File: src/hw/alert_pkg.sv
////////////////////////////////////////
// Shared sizes, register map offsets and types of the alert handler
// Imported by every RTL module and by the testbench
////////////////////////////////////////
`default_nettype none

package alert_pkg;

  // Sizes
  localparam int N_ALERTS  = 8;
  localparam int N_CLASSES = 2;
  localparam int N_ESC_SEV = 2;
  localparam int CNT_W     = 16;

  ////////////////////////////////////////
  // Register offsets, byte addresses
  ////////////////////////////////////////
  localparam logic [7:0] INTR_STATE_OFS  = 8'h00;
  localparam logic [7:0] INTR_ENABLE_OFS = 8'h04;
  localparam logic [7:0] ALERT_EN_OFS    = 8'h08;
  localparam logic [7:0] ALERT_CLASS_OFS = 8'h0C;
  localparam logic [7:0] ALERT_CAUSE_OFS = 8'h10;
  localparam logic [7:0] CLASS_STATE_OFS = 8'h14;
  localparam logic [7:0] CLASS_BASE_OFS  = 8'h20;
  localparam logic [7:0] CLASS_STRIDE    = 8'h20;

  // Within one class block
  localparam logic [7:0] CTRL_OFS      = 8'h00;
  localparam logic [7:0] THRESH_OFS    = 8'h04;
  localparam logic [7:0] TIMEOUT_OFS   = 8'h08;
  localparam logic [7:0] PHASE_OFS     = 8'h0C;
  localparam logic [7:0] ACCUM_CNT_OFS = 8'h10;

  ////////////////////////////////////////
  // Types
  ////////////////////////////////////////
  typedef enum logic [2:0] {
    ST_IDLE     = 3'd0,
    ST_PHASE0   = 3'd1,
    ST_PHASE1   = 3'd2,
    ST_TERMINAL = 3'd3
  } esc_state_e;

  typedef struct packed {
    logic [7:0]  paddr;
    logic        psel;
    logic        penable;
    logic        pwrite;
    logic [31:0] pwdata;
  } apb_req_t;

  typedef struct packed {
    logic [31:0] prdata;
    logic        pready;
    logic        pslverr;
  } apb_rsp_t;

  typedef struct packed {
    logic             en;
    logic [CNT_W-1:0] thresh;
    logic [CNT_W-1:0] timeout_cyc;
    logic [CNT_W-1:0] phase_cyc;
  } class_cfg_t;

  typedef struct packed {
    logic [CNT_W-1:0] accu_cnt;
    esc_state_e       esc_state;
  } class_status_t;

endpackage

`default_nettype wire

File: src/hw/alert_reg_apb.sv
////////////////////////////////////////
// APB register block of the alert handler
// Holds configuration, cause and interrupt bits, issues class clears
// and returns class status on reads. No wait states
////////////////////////////////////////
`timescale 1ns/1ps
`default_nettype none

module alert_reg_apb
  import alert_pkg::*;
(
  input  wire logic                          clk_i,
  input  wire logic                          rst_i,
  input  wire apb_req_t                      apb_req_i,
  output apb_rsp_t                           apb_rsp_o,
  input  wire logic [N_ALERTS-1:0]           cause_set_i,
  input  wire logic [N_CLASSES-1:0]          class_trig_i,
  input  wire class_status_t [N_CLASSES-1:0] status_i,
  output logic [N_ALERTS-1:0]                alert_en_o,
  output logic [N_ALERTS-1:0]                alert_class_o,
  output class_cfg_t [N_CLASSES-1:0]         cfg_o,
  output logic [N_CLASSES-1:0]               clr_o,
  output logic [N_CLASSES-1:0]               irq_o
);

  logic                       access;
  logic                       wr_en;
  logic                       mapped;
  logic [31:0]                rdata;
  logic                       sel_intr_state;
  logic                       sel_intr_enable;
  logic                       sel_alert_en;
  logic                       sel_alert_class;
  logic                       sel_alert_cause;
  logic [N_CLASSES-1:0]       sel_ctrl;
  logic [N_CLASSES-1:0]       sel_thresh;
  logic [N_CLASSES-1:0]       sel_timeout;
  logic [N_CLASSES-1:0]       sel_phase;
  logic [7:0]                 cls_rel;
  logic [7:0]                 cls_idx;
  logic [7:0]                 cls_ofs;
  logic                       cls_hit;
  logic [N_CLASSES-1:0]       intr_state_q;
  logic [N_CLASSES-1:0]       intr_enable_q;
  logic [N_CLASSES-1:0]       intr_w1c;
  logic [N_ALERTS-1:0]        alert_en_q;
  logic [N_ALERTS-1:0]        alert_class_q;
  logic [N_ALERTS-1:0]        alert_cause_q;
  logic [N_ALERTS-1:0]        cause_w1c;
  class_cfg_t [N_CLASSES-1:0] cfg_q;
  logic [N_CLASSES-1:0]       clr_q;

  assign access = apb_req_i.psel && apb_req_i.penable;
  assign wr_en  = access && apb_req_i.pwrite;

  // Class block position of the address
  assign cls_rel = apb_req_i.paddr - CLASS_BASE_OFS;
  assign cls_idx = cls_rel / CLASS_STRIDE;
  assign cls_ofs = cls_rel % CLASS_STRIDE;
  assign cls_hit = (apb_req_i.paddr >= CLASS_BASE_OFS) && (cls_idx < 8'(N_CLASSES));

  ////////////////////////////////////////
  // Address decode and read mux
  ////////////////////////////////////////
  always_comb begin
    mapped          = 1'b1;
    rdata           = '0;
    sel_intr_state  = 1'b0;
    sel_intr_enable = 1'b0;
    sel_alert_en    = 1'b0;
    sel_alert_class = 1'b0;
    sel_alert_cause = 1'b0;
    sel_ctrl        = '0;
    sel_thresh      = '0;
    sel_timeout     = '0;
    sel_phase       = '0;
    case (apb_req_i.paddr)
      INTR_STATE_OFS: begin
        sel_intr_state = 1'b1;
        rdata[N_CLASSES-1:0] = intr_state_q;
      end
      INTR_ENABLE_OFS: begin
        sel_intr_enable = 1'b1;
        rdata[N_CLASSES-1:0] = intr_enable_q;
      end
      ALERT_EN_OFS: begin
        sel_alert_en = 1'b1;
        rdata[N_ALERTS-1:0] = alert_en_q;
      end
      ALERT_CLASS_OFS: begin
        sel_alert_class = 1'b1;
        rdata[N_ALERTS-1:0] = alert_class_q;
      end
      ALERT_CAUSE_OFS: begin
        sel_alert_cause = 1'b1;
        rdata[N_ALERTS-1:0] = alert_cause_q;
      end
      CLASS_STATE_OFS: begin
        for (int c = 0; c < N_CLASSES; c++) begin
          rdata[3*c +: 3] = status_i[c].esc_state;
        end
      end
      default: begin
        mapped = 1'b0;
        for (int c = 0; c < N_CLASSES; c++) begin
          if (cls_hit && cls_idx == 8'(c)) begin
            mapped = 1'b1;
            case (cls_ofs)
              CTRL_OFS: begin
                sel_ctrl[c] = 1'b1;
                rdata[0] = cfg_q[c].en;
              end
              THRESH_OFS: begin
                sel_thresh[c] = 1'b1;
                rdata[CNT_W-1:0] = cfg_q[c].thresh;
              end
              TIMEOUT_OFS: begin
                sel_timeout[c] = 1'b1;
                rdata[CNT_W-1:0] = cfg_q[c].timeout_cyc;
              end
              PHASE_OFS: begin
                sel_phase[c] = 1'b1;
                rdata[CNT_W-1:0] = cfg_q[c].phase_cyc;
              end
              ACCUM_CNT_OFS: rdata[CNT_W-1:0] = status_i[c].accu_cnt;
              default:       mapped = 1'b0;
            endcase
          end
        end
      end
    endcase
  end

  // Write-1-to-clear masks
  assign intr_w1c  = (wr_en && sel_intr_state) ? apb_req_i.pwdata[N_CLASSES-1:0] : '0;
  assign cause_w1c = (wr_en && sel_alert_cause) ? apb_req_i.pwdata[N_ALERTS-1:0] : '0;

  ////////////////////////////////////////
  // Register state
  ////////////////////////////////////////
  always_ff @(posedge clk_i) begin
    if (rst_i) begin
      intr_state_q  <= '0;
      intr_enable_q <= '0;
      alert_en_q    <= '0;
      alert_class_q <= '0;
      alert_cause_q <= '0;
      cfg_q         <= '0;
      clr_q         <= '0;
    end else begin
      // Hardware set beats a software clear
      intr_state_q  <= (intr_state_q & ~intr_w1c) | class_trig_i;
      alert_cause_q <= (alert_cause_q & ~cause_w1c) | cause_set_i;
      if (wr_en && sel_intr_enable) begin
        intr_enable_q <= apb_req_i.pwdata[N_CLASSES-1:0];
      end
      if (wr_en && sel_alert_en) begin
        alert_en_q <= apb_req_i.pwdata[N_ALERTS-1:0];
      end
      if (wr_en && sel_alert_class) begin
        alert_class_q <= apb_req_i.pwdata[N_ALERTS-1:0];
      end
      for (int c = 0; c < N_CLASSES; c++) begin
        clr_q[c] <= wr_en && sel_ctrl[c] && apb_req_i.pwdata[1];
        if (wr_en && sel_ctrl[c]) begin
          cfg_q[c].en <= apb_req_i.pwdata[0];
        end
        if (wr_en && sel_thresh[c]) begin
          cfg_q[c].thresh <= apb_req_i.pwdata[CNT_W-1:0];
        end
        if (wr_en && sel_timeout[c]) begin
          cfg_q[c].timeout_cyc <= apb_req_i.pwdata[CNT_W-1:0];
        end
        if (wr_en && sel_phase[c]) begin
          cfg_q[c].phase_cyc <= apb_req_i.pwdata[CNT_W-1:0];
        end
      end
    end
  end

  assign alert_en_o    = alert_en_q;
  assign alert_class_o = alert_class_q;
  assign cfg_o         = cfg_q;
  assign clr_o         = clr_q;
  assign irq_o         = intr_state_q & intr_enable_q;

  // Response, only meaningful in the access phase
  always_comb begin
    apb_rsp_o.pready  = access;
    apb_rsp_o.pslverr = access && !mapped;
    apb_rsp_o.prdata  = access ? rdata : '0;
  end

endmodule

`default_nettype wire

File: src/hw/alert_classify.sv
////////////////////////////////////////
// Alert masking and class mapping
// Purely combinational, sits between the alert pins and the class logic
////////////////////////////////////////
`timescale 1ns/1ps
`default_nettype none

module alert_classify
  import alert_pkg::*;
(
  input  wire logic [N_ALERTS-1:0] alert_i,
  input  wire logic [N_ALERTS-1:0] alert_en_i,
  input  wire logic [N_ALERTS-1:0] alert_class_i,
  output logic [N_ALERTS-1:0]      cause_set_o,
  output logic [N_CLASSES-1:0]     class_trig_o
);

  logic [N_ALERTS-1:0] alert_act;

  // Masked alerts survive as causes
  assign alert_act   = alert_i & alert_en_i;
  assign cause_set_o = alert_act;

  // Gather each surviving alert into its class trigger
  always_comb begin
    class_trig_o = '0;
    for (int k = 0; k < N_ALERTS; k++) begin
      if (alert_act[k]) begin
        class_trig_o[alert_class_i[k]] = 1'b1;
      end
    end
  end

endmodule

`default_nettype wire

File: src/hw/alert_accu.sv
////////////////////////////////////////
// Per-class alert accumulator
// Counts class triggers and fires once the count reaches the threshold
////////////////////////////////////////
`timescale 1ns/1ps
`default_nettype none

module alert_accu
  import alert_pkg::*;
(
  input  wire logic             clk_i,
  input  wire logic             rst_i,
  input  wire logic             en_i,
  input  wire logic             clr_i,
  input  wire logic             class_trig_i,
  input  wire logic             idle_i,
  input  wire logic [CNT_W-1:0] thresh_i,
  output logic [CNT_W-1:0]      accu_cnt_o,
  output logic                  accu_trig_o
);

  logic [CNT_W-1:0] cnt_q;
  logic [CNT_W:0]   cnt_next;

  // One bit wider so the compare still works at saturation
  assign cnt_next = {1'b0, cnt_q} + 1'b1;

  always_ff @(posedge clk_i) begin
    if (rst_i || clr_i) begin
      cnt_q <= '0;
    end else if (en_i && class_trig_i && !(&cnt_q)) begin
      cnt_q <= cnt_q + 1'b1;
    end
  end

  assign accu_cnt_o  = cnt_q;
  assign accu_trig_o = en_i && class_trig_i && idle_i && (cnt_next >= {1'b0, thresh_i});

endmodule

`default_nettype wire

File: src/hw/alert_irq_timeout.sv
////////////////////////////////////////
// Per-class interrupt timeout
// Counts cycles of an unserviced interrupt while the class is idle,
// a zero timeout turns the trigger off
////////////////////////////////////////
`timescale 1ns/1ps
`default_nettype none

module alert_irq_timeout
  import alert_pkg::*;
(
  input  wire logic             clk_i,
  input  wire logic             rst_i,
  input  wire logic             en_i,
  input  wire logic             clr_i,
  input  wire logic             irq_i,
  input  wire logic             idle_i,
  input  wire logic [CNT_W-1:0] timeout_cyc_i,
  output logic                  timeout_trig_o
);

  logic [CNT_W-1:0] cnt_q;
  logic             cnt_en;

  assign cnt_en = en_i && irq_i && idle_i;

  // Restart whenever the interrupt is serviced
  always_ff @(posedge clk_i) begin
    if (rst_i || clr_i || !irq_i) begin
      cnt_q <= '0;
    end else if (cnt_en && !(&cnt_q)) begin
      cnt_q <= cnt_q + 1'b1;
    end
  end

  assign timeout_trig_o = cnt_en && (timeout_cyc_i != '0) && (cnt_q == timeout_cyc_i);

endmodule

`default_nettype wire

File: src/hw/alert_esc_fsm.sv
////////////////////////////////////////
// Per-class escalation phase FSM
// Two timed phases after a trigger, then a terminal state held until
// software clears the class
////////////////////////////////////////
`timescale 1ns/1ps
`default_nettype none

module alert_esc_fsm
  import alert_pkg::*;
(
  input  wire logic             clk_i,
  input  wire logic             rst_i,
  input  wire logic             en_i,
  input  wire logic             clr_i,
  input  wire logic             accu_trig_i,
  input  wire logic             timeout_trig_i,
  input  wire logic [CNT_W-1:0] phase_cyc_i,
  output esc_state_e            esc_state_o,
  output logic                  idle_o,
  output logic [N_ESC_SEV-1:0]  esc_req_o
);

  esc_state_e       state_q;
  esc_state_e       state_d;
  logic [CNT_W-1:0] phase_cnt_q;
  logic             in_phase;
  logic             phase_last;

  assign in_phase = (state_q == ST_PHASE0) || (state_q == ST_PHASE1);

  // Last cycle of a phase, a zero length still gives one cycle
  assign phase_last = ({1'b0, phase_cnt_q} + 1'b1) >= {1'b0, phase_cyc_i};

  ////////////////////////////////////////
  // Next state
  ////////////////////////////////////////
  always_comb begin
    state_d = state_q;
    case (state_q)
      ST_IDLE: begin
        if (en_i && (accu_trig_i || timeout_trig_i)) begin
          state_d = ST_PHASE0;
        end
      end
      ST_PHASE0: begin
        if (phase_last) begin
          state_d = ST_PHASE1;
        end
      end
      ST_PHASE1: begin
        if (phase_last) begin
          state_d = ST_TERMINAL;
        end
      end
      ST_TERMINAL: state_d = ST_TERMINAL;
      default:     state_d = ST_IDLE;
    endcase
    if (clr_i) begin
      state_d = ST_IDLE;
    end
  end

  always_ff @(posedge clk_i) begin
    if (rst_i) begin
      state_q <= ST_IDLE;
    end else begin
      state_q <= state_d;
    end
  end

  // Phase cycle counter, restarts on every phase change
  always_ff @(posedge clk_i) begin
    if (rst_i || clr_i || !in_phase || phase_last) begin
      phase_cnt_q <= '0;
    end else begin
      phase_cnt_q <= phase_cnt_q + 1'b1;
    end
  end

  assign esc_state_o = state_q;
  assign idle_o      = (state_q == ST_IDLE);

  // Phase k drives severity k, terminal keeps the last one up
  always_comb begin
    esc_req_o    = '0;
    esc_req_o[0] = (state_q == ST_PHASE0);
    esc_req_o[1] = (state_q == ST_PHASE1) || (state_q == ST_TERMINAL);
  end

endmodule

`default_nettype wire

File: src/hw/alert_handler_top.sv
////////////////////////////////////////
// Alert handler top level
// APB register block, alert classifier and one accumulator, timeout
// and escalation FSM per class
////////////////////////////////////////
`timescale 1ns/1ps
`default_nettype none

module alert_handler_top
  import alert_pkg::*;
(
  input  wire logic                clk_i,
  input  wire logic                rst_i,
  input  wire apb_req_t            apb_req_i,
  output apb_rsp_t                 apb_rsp_o,
  input  wire logic [N_ALERTS-1:0] alert_i,
  output logic [N_CLASSES-1:0]     intr_o,
  output logic [N_ESC_SEV-1:0]     esc_o
);

  logic [N_ALERTS-1:0]                alert_en;
  logic [N_ALERTS-1:0]                alert_class;
  logic [N_ALERTS-1:0]                cause_set;
  logic [N_CLASSES-1:0]               class_trig;
  logic [N_CLASSES-1:0]               clr;
  logic [N_CLASSES-1:0]               irq;
  class_cfg_t [N_CLASSES-1:0]         cfg;
  wire class_status_t [N_CLASSES-1:0] status;
  wire [N_CLASSES-1:0][N_ESC_SEV-1:0] esc_req;

  assign intr_o = irq;

  ////////////////////////////////////////
  // Registers and classification
  ////////////////////////////////////////
  alert_reg_apb u_reg (
    .clk_i         ( clk_i       ),
    .rst_i         ( rst_i       ),
    .apb_req_i     ( apb_req_i   ),
    .apb_rsp_o     ( apb_rsp_o   ),
    .cause_set_i   ( cause_set   ),
    .class_trig_i  ( class_trig  ),
    .status_i      ( status      ),
    .alert_en_o    ( alert_en    ),
    .alert_class_o ( alert_class ),
    .cfg_o         ( cfg         ),
    .clr_o         ( clr         ),
    .irq_o         ( irq         )
  );

  alert_classify u_classify (
    .alert_i       ( alert_i     ),
    .alert_en_i    ( alert_en    ),
    .alert_class_i ( alert_class ),
    .cause_set_o   ( cause_set   ),
    .class_trig_o  ( class_trig  )
  );

  ////////////////////////////////////////
  // Per-class escalation
  ////////////////////////////////////////
  for (genvar c = 0; c < N_CLASSES; c++) begin : gen_class
    logic idle;
    logic accu_trig;
    logic timeout_trig;

    alert_accu u_accu (
      .clk_i        ( clk_i              ),
      .rst_i        ( rst_i              ),
      .en_i         ( cfg[c].en          ),
      .clr_i        ( clr[c]             ),
      .class_trig_i ( class_trig[c]      ),
      .idle_i       ( idle               ),
      .thresh_i     ( cfg[c].thresh      ),
      .accu_cnt_o   ( status[c].accu_cnt ),
      .accu_trig_o  ( accu_trig          )
    );

    alert_irq_timeout u_timeout (
      .clk_i          ( clk_i              ),
      .rst_i          ( rst_i              ),
      .en_i           ( cfg[c].en          ),
      .clr_i          ( clr[c]             ),
      .irq_i          ( irq[c]             ),
      .idle_i         ( idle               ),
      .timeout_cyc_i  ( cfg[c].timeout_cyc ),
      .timeout_trig_o ( timeout_trig       )
    );

    alert_esc_fsm u_esc_fsm (
      .clk_i          ( clk_i               ),
      .rst_i          ( rst_i               ),
      .en_i           ( cfg[c].en           ),
      .clr_i          ( clr[c]              ),
      .accu_trig_i    ( accu_trig           ),
      .timeout_trig_i ( timeout_trig        ),
      .phase_cyc_i    ( cfg[c].phase_cyc    ),
      .esc_state_o    ( status[c].esc_state ),
      .idle_o         ( idle                ),
      .esc_req_o      ( esc_req[c]          )
    );
  end

  // Any class can drive any severity
  always_comb begin
    esc_o = '0;
    for (int c = 0; c < N_CLASSES; c++) begin
      esc_o = esc_o | esc_req[c];
    end
  end

endmodule

`default_nettype wire

File: config.mk
export PLATFORM = sky130hd
export DESIGN_NAME = alert_handler_top
export DESIGN_NICKNAME = d
export VERILOG_FILES = /design/src/hw/alert_pkg.sv /design/src/hw/alert_reg_apb.sv /design/src/hw/alert_classify.sv /design/src/hw/alert_accu.sv /design/src/hw/alert_irq_timeout.sv /design/src/hw/alert_esc_fsm.sv /design/src/hw/alert_handler_top.sv
export SDC_FILE = /design/constraint.sdc
export NUM_CORES = 1
export LEC_CHECK = 0
export BUFFER_PORTS_ARGS = -buffer_cell sky130_fd_sc_hd__buf_2
export CORE_ASPECT_RATIO = 1.25
export CORE_MARGIN = 2
export CORE_UTILIZATION = 60
export CTS_CLUSTER_SIZE = 30
export DETAILED_ROUTE_END_ITERATION = 16
export PLACE_DENSITY_LB_ADDON = 0.1
export SLEW_MARGIN = 20
export SYNTH_ARGS = -nofsm -noshare
export SYNTH_HDL_FRONTEND = slang
export SYNTH_SLANG_ARGS = --single-unit
File: constraint.sdc
create_clock -name clk_i -period 3.6 [get_ports clk_i]
set_input_delay 0.36 -clock clk_i [delete_from_list [all_inputs] [get_ports clk_i]]
set_output_delay 0.36 -clock clk_i [all_outputs]
set_load 0.02 [all_outputs]
==> results by group, run 1 <==
Run status
  – Status: finished, final reports clean

Worst setup path
  – CP startpoint kind: register
  – Worst path bufs/invs: 0
  – Slowest stage delay, CP: between 300 and 400 ps
  – Reg-to-reg slack, setup: 240 ps
  – CP delay by family, top: simple AND/OR/NAND/NOR gates
  – CP endpoint kind: register
  – Crit path depth: 14
  – CP max FO: 5
  – Kind of critical path: reg -> reg
  – Critical-path cell list: ha_1 > nand3_2 > or2_1 > nor3_4 > nand3_2 > xnor2_1 > ha_1 > a211oi_1 > nor3b_1 > o31ai_1 > nand4b_1 > o21ai_1 > a31oi_1 > mux2i_1
  – CP arrival: ~3800 ps
  – Required @ worst endpoint: about 4000 ps
  – Slowest CP cell: dfxtp_1
  – Reg2Reg Depth: 14

Floorplanning
  – Die width: ~140 um
  – I/O pin count: 91
  – Starting density of the core: between 60% and 70%
  – Core area: between 20000 and 25000 sq um
  – Die area: between 20000 and 25000 sq um
  – Placement Rows: 60
  – Die Y: around 170 um

Placed design
  – RePlAce Congestion: 0.909
  – Port bufs: 58
  – HPWL after DPL: around 27000 um

STA
  – F_max: a little under 300 MHz
  – Relative slew margins: a little over two fifths
  – Final setup fails: 0
  – Max Clock Skew: about 7.1 ps
  – Slew Viols, Final: 0
  – Hold WS: ~120 ps
  – Tcrit/Tclk final: 93.5%
  – RSZ-0062 raised after global routing: no
  – TNS Setup: 0 ps
  – Endpoints failing hold: 0
  – Worst Tran Pin Value: 867 ps
  – Min Tclk post-route: between 3000 and 4000 ps

Synth
  – Synth Warn #: 0
  – #FFs+latches synth: 228
  – Most frequent cells after synthesis: dfxtp_1 (228), nor2_1 (219), mux2i_1 (128)
  – Top cells by area, synth: dfxtp_1 (35%), mux2i_1 (9.8%), ha_1 (8.1%)
  – Area share of the largest cell type after synthesis: a little over a third
  – Mean Syn Cell Area: approximately 8.4 sq um
  – Primary FF master, synth: dfxtp_1
  – Leading cell type by number of instances after synthesis: dfxtp_1
  – Post-Synth Adder-Cell Area: 8.11%
  – Synth Area in Simple Gates: 22.1%
  – XOR/XNOR share of the synthesized area: between 8 and 9%
  – Cell variety after synth: 64
  – Cell taking the most area after synthesis: dfxtp_1
  – Mux contribution to synthesized area: around a tenth
  – Post-Syn Area: roughly 13000 sq um
  – Cells after Synth: about 1600
  – Post-synth EDFFs: 0
  – Area fraction in compound gates after synthesis: 10.5%
  – Main combinational cell family by area after synthesis: simple AND/OR/NAND/NOR gates
  – Seq/Total Area, Yosys: 34.8%
  – Post-synth ARST share: 0%

Clocking
  – CTS tree: yes
  – Maximum root-to-sink buffer count: 3
  – CTS Buf Count: 25
  – Clock transition at path regs: 60 ps
  – Clk sinks: ~230
  – Clk_lat worst skew: ~530 ps
  – H-Tree Depth: 1
  – Clock root buffer: clkbuf_16

GRT
  – Largest net degree at the start of global routing: 58
  – Initial antenna violation count: 0
  – Number of global-route vias before repair: 10700
  – GRT Total Usage: between 30 and 40%
  – GR Overflow Total: 0
  – First-pass GRT wire length: 56000 um

Layout
  – Diodes inserted: 0
  – Growth of design area from synthesis to finish: 9.83%
  – Ratio of cells with drive above 1 in the final layout: 9.70%
  – # nets final: 1738

Routing
  – Vias: 11100
  – Remaining DRCs: 0
  – Number of detailed-route iterations in the first pass: 7
  – Starting DRT DRC Count: around 730
  – Drt via density: 5.87
  – Post-route ant nets: 0
  – Routed wire length: 35400 um
  – WL/cell: 18.7 um

Min path
  – Hold Crit Class: in -> reg
  – Hold Crit Depth: 3

Pwr
  – PwrDens: 382 nW/um^2
  – Leak: 5.32 nW
  – VDD IR-drop max: approximately 0.33 mV

Flow run
  – # Max-Cap Violations: 0
-- stage by stage --
step | power (W) | setup WS [ps] | instance area [sq um] | util (%) | std cells
after CTS | 0.00554 | 172 | 14400 | 67.0 | 1897
after detailed placement | 0.00285 | 197 | 13500 | 63.0 | 1852
final | 0.00551 | 235 | 14400 | 67.1 | 1897
after floorplan | 0.00275 | 591 | 13200 | - | 1585
after global placement | 0.00284 | 258 | 13500 | 63.0 | 1852
after global routing | 0.00566 | 23.8 | 14400 | 67.1 | 1897
-- per-layer routing --
metal  vias up  GRT usage, %  wire, um
met5         -             0         0
met4         0          14.4      1870
met3        91          2.90      1790
met2       301          53.9     17300
met1      5278          37.5     14500
li1       5465             -         -
-- worst reg2reg max path, delay by kind of cell (launching register included) --
family                     cells  cell delay [ps]
xor gates and xnor gates       1              160
muxes                          1              150
AOI/OAI and AO/OA              4              980
DFF                            1              390
adders and majority gates      2              540
and+or+nand+nor                6             1020
-- final cells by class --
| type | instances | area (sq um) |
|---|---|---|
| tap | 279 | 349 |
| fill | 1853 | 7070 |
| multi-input combinational | 1182 | 7830 |
| inverter | 80 | 300 |
| clock buffer | 33 | 696 |
| sequential | 228 | 4560 |
| timing repair buffer | 83 | 493 |
| clock inverter | 12 | 173 |
-- power by group --
group	switching, W	leakage, nW	internal (W)
combinational	0.000184	3.06	0.0000686
sequential	0.0000141	1.84	0.00253
clock	0.00106	0.423	0.00165
-- cell families after synthesis --
kind of cell / after synthesis
flip-flops: 228
AO/OA/AOI/OAI: 226
other: 1
buffers and inverters: 175
XOR/XNOR: 128
AND/OR/NAND/NOR: 599
adder cells (fa/ha/maj): 85
multiplexers: 128
-- final timing paths --
path	startpoint	endpoint
hold / removal	alert_i[0]	u_reg.alert_cause_q[0]$_SDFF_PP0_
setup / recovery	gen_class[0].u_accu.accu_cnt_o[1]$_SDFFE_PP0P_	gen_class[0].u_esc_fsm.esc_state_o[1]$_SDFFE_PP0P_
setup reg to reg	gen_class[0].u_accu.accu_cnt_o[1]$_SDFFE_PP0P_	gen_class[0].u_esc_fsm.esc_state_o[1]$_SDFFE_PP0P_
hold reg to reg	u_reg.alert_cause_q[2]$_SDFF_PP0_	u_reg.alert_cause_q[2]$_SDFF_PP0_
-- what timing repair did --
action / CTS / global route
hold buffers: 0 / 0
gates resized for setup: 0 / 3
endpoints found under the setup margin: 0 / 2
buffers inserted: 0 / 0
-- cells in the final DEF (no fill, tap or decap), types with 14 or more instances in the layout --
| master | count |
|---|---|
| nand4_1 | 32 |
| inv_1 | 80 |
| nor3_1 | 18 |
| nor2b_1 | 33 |
| nand3_1 | 55 |
| a21oi_1 | 98 |
| a222oi_1 | 30 |
| buf_4 | 25 |
| conb_1 | 16 |
| mux2i_1 | 128 |
| xnor2_1 | 66 |
| and3_1 | 14 |
| dfxtp_1 | 228 |
| nand2_1 | 127 |
| ha_1 | 85 |
| clkbuf_16 | 25 |
| or3_1 | 31 |
| nor2_1 | 218 |
| xor2_1 | 62 |
| buf_2 | 57 |
| o21ai_0 | 60 |
| nor4_1 | 18 |
-- flip-flops by register name, summed over array words and instances, names as in the netlist --
name                             flops
u_reg.intr_enable_q                  2
u_reg.clr_o                          2
gen_class.u_accu.accu_cnt_o         32
gen_class.u_timeout.cnt_q           32
u_reg.alert_class_o                  8
u_reg.intr_state_q                   2
u_reg.cfg_o                         98
gen_class.u_esc_fsm.phase_cnt_q     32
u_reg.alert_en_o                     8
gen_class.u_esc_fsm.esc_state_o      4
u_reg.alert_cause_q                  8
(Power assumes the default switching activity.)
==> run 2, diff against run 1 <==
Settings changed: CORE_MARGIN 2 to 4.
==> run 2 against run 1 <==
Against the previous run:
- cell count increased by 0.16%
- routed wire length increased by 0.66%
- total power increased by 3.3%
- largest cell class unchanged
- first-iteration DRC count increased by 11%
- clock-buffer cell count increased by 2
- highest routed layer unchanged
==> results by group, run 2 (same netlist as run 1, synthesis figures left out) <==
Layout
  – Commonest non-fill, non-tap cell in the layout: dfxtp_1
  – Final std cells w/o fill: 1900
  – Growth of design area from synthesis to finish: 10.5%
  – Most frequent cells in the layout: dfxtp_1 (228), nor2_1 (217), mux2i_1 (128)
  – # nets final: 1739
  – Ratio of cells with drive above 1 in the final layout: under 10%
  – Max reg flops: 98
  – Diodes inserted: 0

STA
  – Slew Viols, Final: 0
  – Final setup fails: 0
  – Endpoints failing hold: 0
  – Hold WS: 128 ps
  – RSZ-0062 raised after global routing: no
  – Tcrit/Tclk final: a little over nine tenths
  – Max Clock Skew: about 14 ps
  – Min Tclk post-route: between 3000 and 4000 ps
  – TNS Setup: 0 ps
  – Worst Tran Pin Value: about 1100 ps
  – F_max: between 200 and 300 MHz
  – Relative slew margins: approximately 29%

Pwr
  – PwrDens: between 300 and 400 nW/um^2
  – Leak: between 5 and 6 nW
  – VDD IR-drop max: 0.526 mV

Run status
  – Status: finished, final reports clean

Routing
  – Vias: around 11000
  – Remaining DRCs: 0
  – Starting DRT DRC Count: approximately 800
  – Number of detailed-route iterations in the first pass: 7
  – Post-route ant nets: 0
  – WL/cell: between 15 and 20 um
  – Drt via density: 5.87
  – Routed wire length: 35700 um

Worst setup path
  – Slowest CP cell: or4_4
  – Critical-path cell list: ha_1 > nand4_2 > or4_4 > xnor2_1 > ha_1 > a21oi_1 > o22ai_1 > o21a_1 > o21ai_0 > a31oi_1 > o2bb2ai_1 > mux2i_1
  – RR Endpoint: gen_class[1].u_esc_fsm.esc_state_o[0]$_SDFFE_PP0P_
  – CP most frequent cell: ha_1
  – CP arrival: 3840 ps
  – Slowest stage delay, CP: around 600 ps
  – Kind of critical path: reg -> reg
  – FF-to-FF Start: gen_class[1].u_accu.accu_cnt_o[0]$_SDFFE_PP0P_
  – CP max FO: 5
  – CP startpoint kind: register
  – Reg2Reg Depth: 12
  – Required @ worst endpoint: between 4000 and 5000 ps
  – CP endpoint kind: register
  – Reg-to-reg slack, setup: around 210 ps

Clocking
  – Clk sinks: 228
  – Maximum root-to-sink buffer count: 3
  – Clk_lat worst skew: between 500 and 600 ps
  – Clock transition at path regs: about 60 ps
  – CTS Buf Count: 26
  – Clock root buffer: clkbuf_16
  – H-Tree Depth: 1
  – CTS tree: yes
  – Post CTS Setup Buffer Count: 0

Min path
  – Hold Crit Class: in -> reg
  – Hold Crit Depth: 3
  – Hold EP: u_reg.alert_cause_q[5]$_SDFF_PP0_
  – Worst hold start: alert_i[5]

Floorplanning
  – Die Y: between 150 and 200 um
  – Die area: 24300 sq um
  – Placement Rows: 60
  – Core area: 21500 sq um
  – I/O pin count: between 90 and 100
  – Die width: 140 um
  – Starting density of the core: around three fifths

Placed design
  – Port bufs: 58
  – HPWL after DPL: ~27000 um
  – RePlAce Congestion: slightly above 0.9
  – Dpl cells: ~1900

GRT
  – Number of global-route vias before repair: 10900
  – First-pass GRT wire length: about 57000 um
  – GRT Total Usage: 28.7%
  – Initial antenna violation count: 0
  – GR Overflow Total: 0
  – Largest net degree at the start of global routing: 43

Flow run
  – # Max-Cap Violations: 0
## run 2: layout make-up
cell class / instances / area, sq um
clock buffer: 35 / 746
clock inverter: 13 / 206
fill: 1845 / 7060
inverter: 80 / 300
multi-input combinational: 1182 / 7830
sequential: 228 / 4560
tap: 279 / 349
timing repair buffer: 83 / 493
## run 2: per-stage QoR
stage          setup slack, ps  utilization [%]  power [W]  instance area [sq um]
2_1_floorplan              591                -    0.00275                  13200
3_3_place_gp               289             62.8    0.00284                  13500
3_5_place_dp               244             62.8    0.00284                  13500
4_1_cts                    221             67.2    0.00573                  14500
5_1_grt                   27.3             67.2    0.00584                  14500
6_report                   208             67.2    0.00569                  14500
## run 2: repair_timing
action | CTS | global route
hold buffers | 0 | 0
setup endpoints to repair | 0 | 16
gates resized for setup | 0 | 5
## run 2: power by group
group          switching, W  total (W)  internal [W]  leakage (nW)
clock               0.00107    0.00289       0.00182         0.467
sequential        0.0000137    0.00254       0.00253          1.84
combinational      0.000181   0.000251     0.0000699          3.05
total               0.00127    0.00569       0.00442          5.35
## run 2: per-layer routing
layer | routed length [um] | global-route usage, % | up-vias | part of all wire [%]
met2 | 16900 | 48.2 | 369 | 47
met4 | 2370 | 16.7 | 0 | 6.6
li1 | - | - | 5468 | -
met1 | 14500 | 35.7 | 5195 | 41
met5 | 0 | 0 | - | 0
met3 | 1880 | 2.92 | 123 | 5.3
## run 2: how the worst max path moves through the flow
stage	start	to	slack [ps]
floorplan	gen_class[0].u_accu.accu_cnt_o[0]$_SDFFE_PP0P_	gen_class[0].u_esc_fsm.esc_state_o[0]$_SDFFE_PP0P_	590
global placement	gen_class[0].u_accu.accu_cnt_o[1]$_SDFFE_PP0P_	gen_class[0].u_esc_fsm.esc_state_o[1]$_SDFFE_PP0P_	290
detailed placement	gen_class[0].u_accu.accu_cnt_o[1]$_SDFFE_PP0P_	gen_class[0].u_esc_fsm.esc_state_o[1]$_SDFFE_PP0P_	240
CTS	gen_class[1].u_accu.accu_cnt_o[0]$_SDFFE_PP0P_	gen_class[1].u_esc_fsm.esc_state_o[0]$_SDFFE_PP0P_	220
global route	gen_class[1].u_esc_fsm.phase_cnt_q[2]$_SDFF_PP0_	gen_class[1].u_esc_fsm.esc_state_o[0]$_SDFFE_PP0P_	30
finish	gen_class[1].u_accu.accu_cnt_o[0]$_SDFFE_PP0P_	gen_class[1].u_esc_fsm.esc_state_o[0]$_SDFFE_PP0P_	210
## run 2: worst max-delay path, delay by kind of cell (launching register included)
kind / cells / cell delay [ps]
xor gates and xnor gates: 1 / 150
muxes: 1 / 230
and+or+nand+nor: 2 / 790
AOI/OAI and AO/OA: 6 / 1070
DFF: 1 / 460
adders and majority gates: 2 / 590
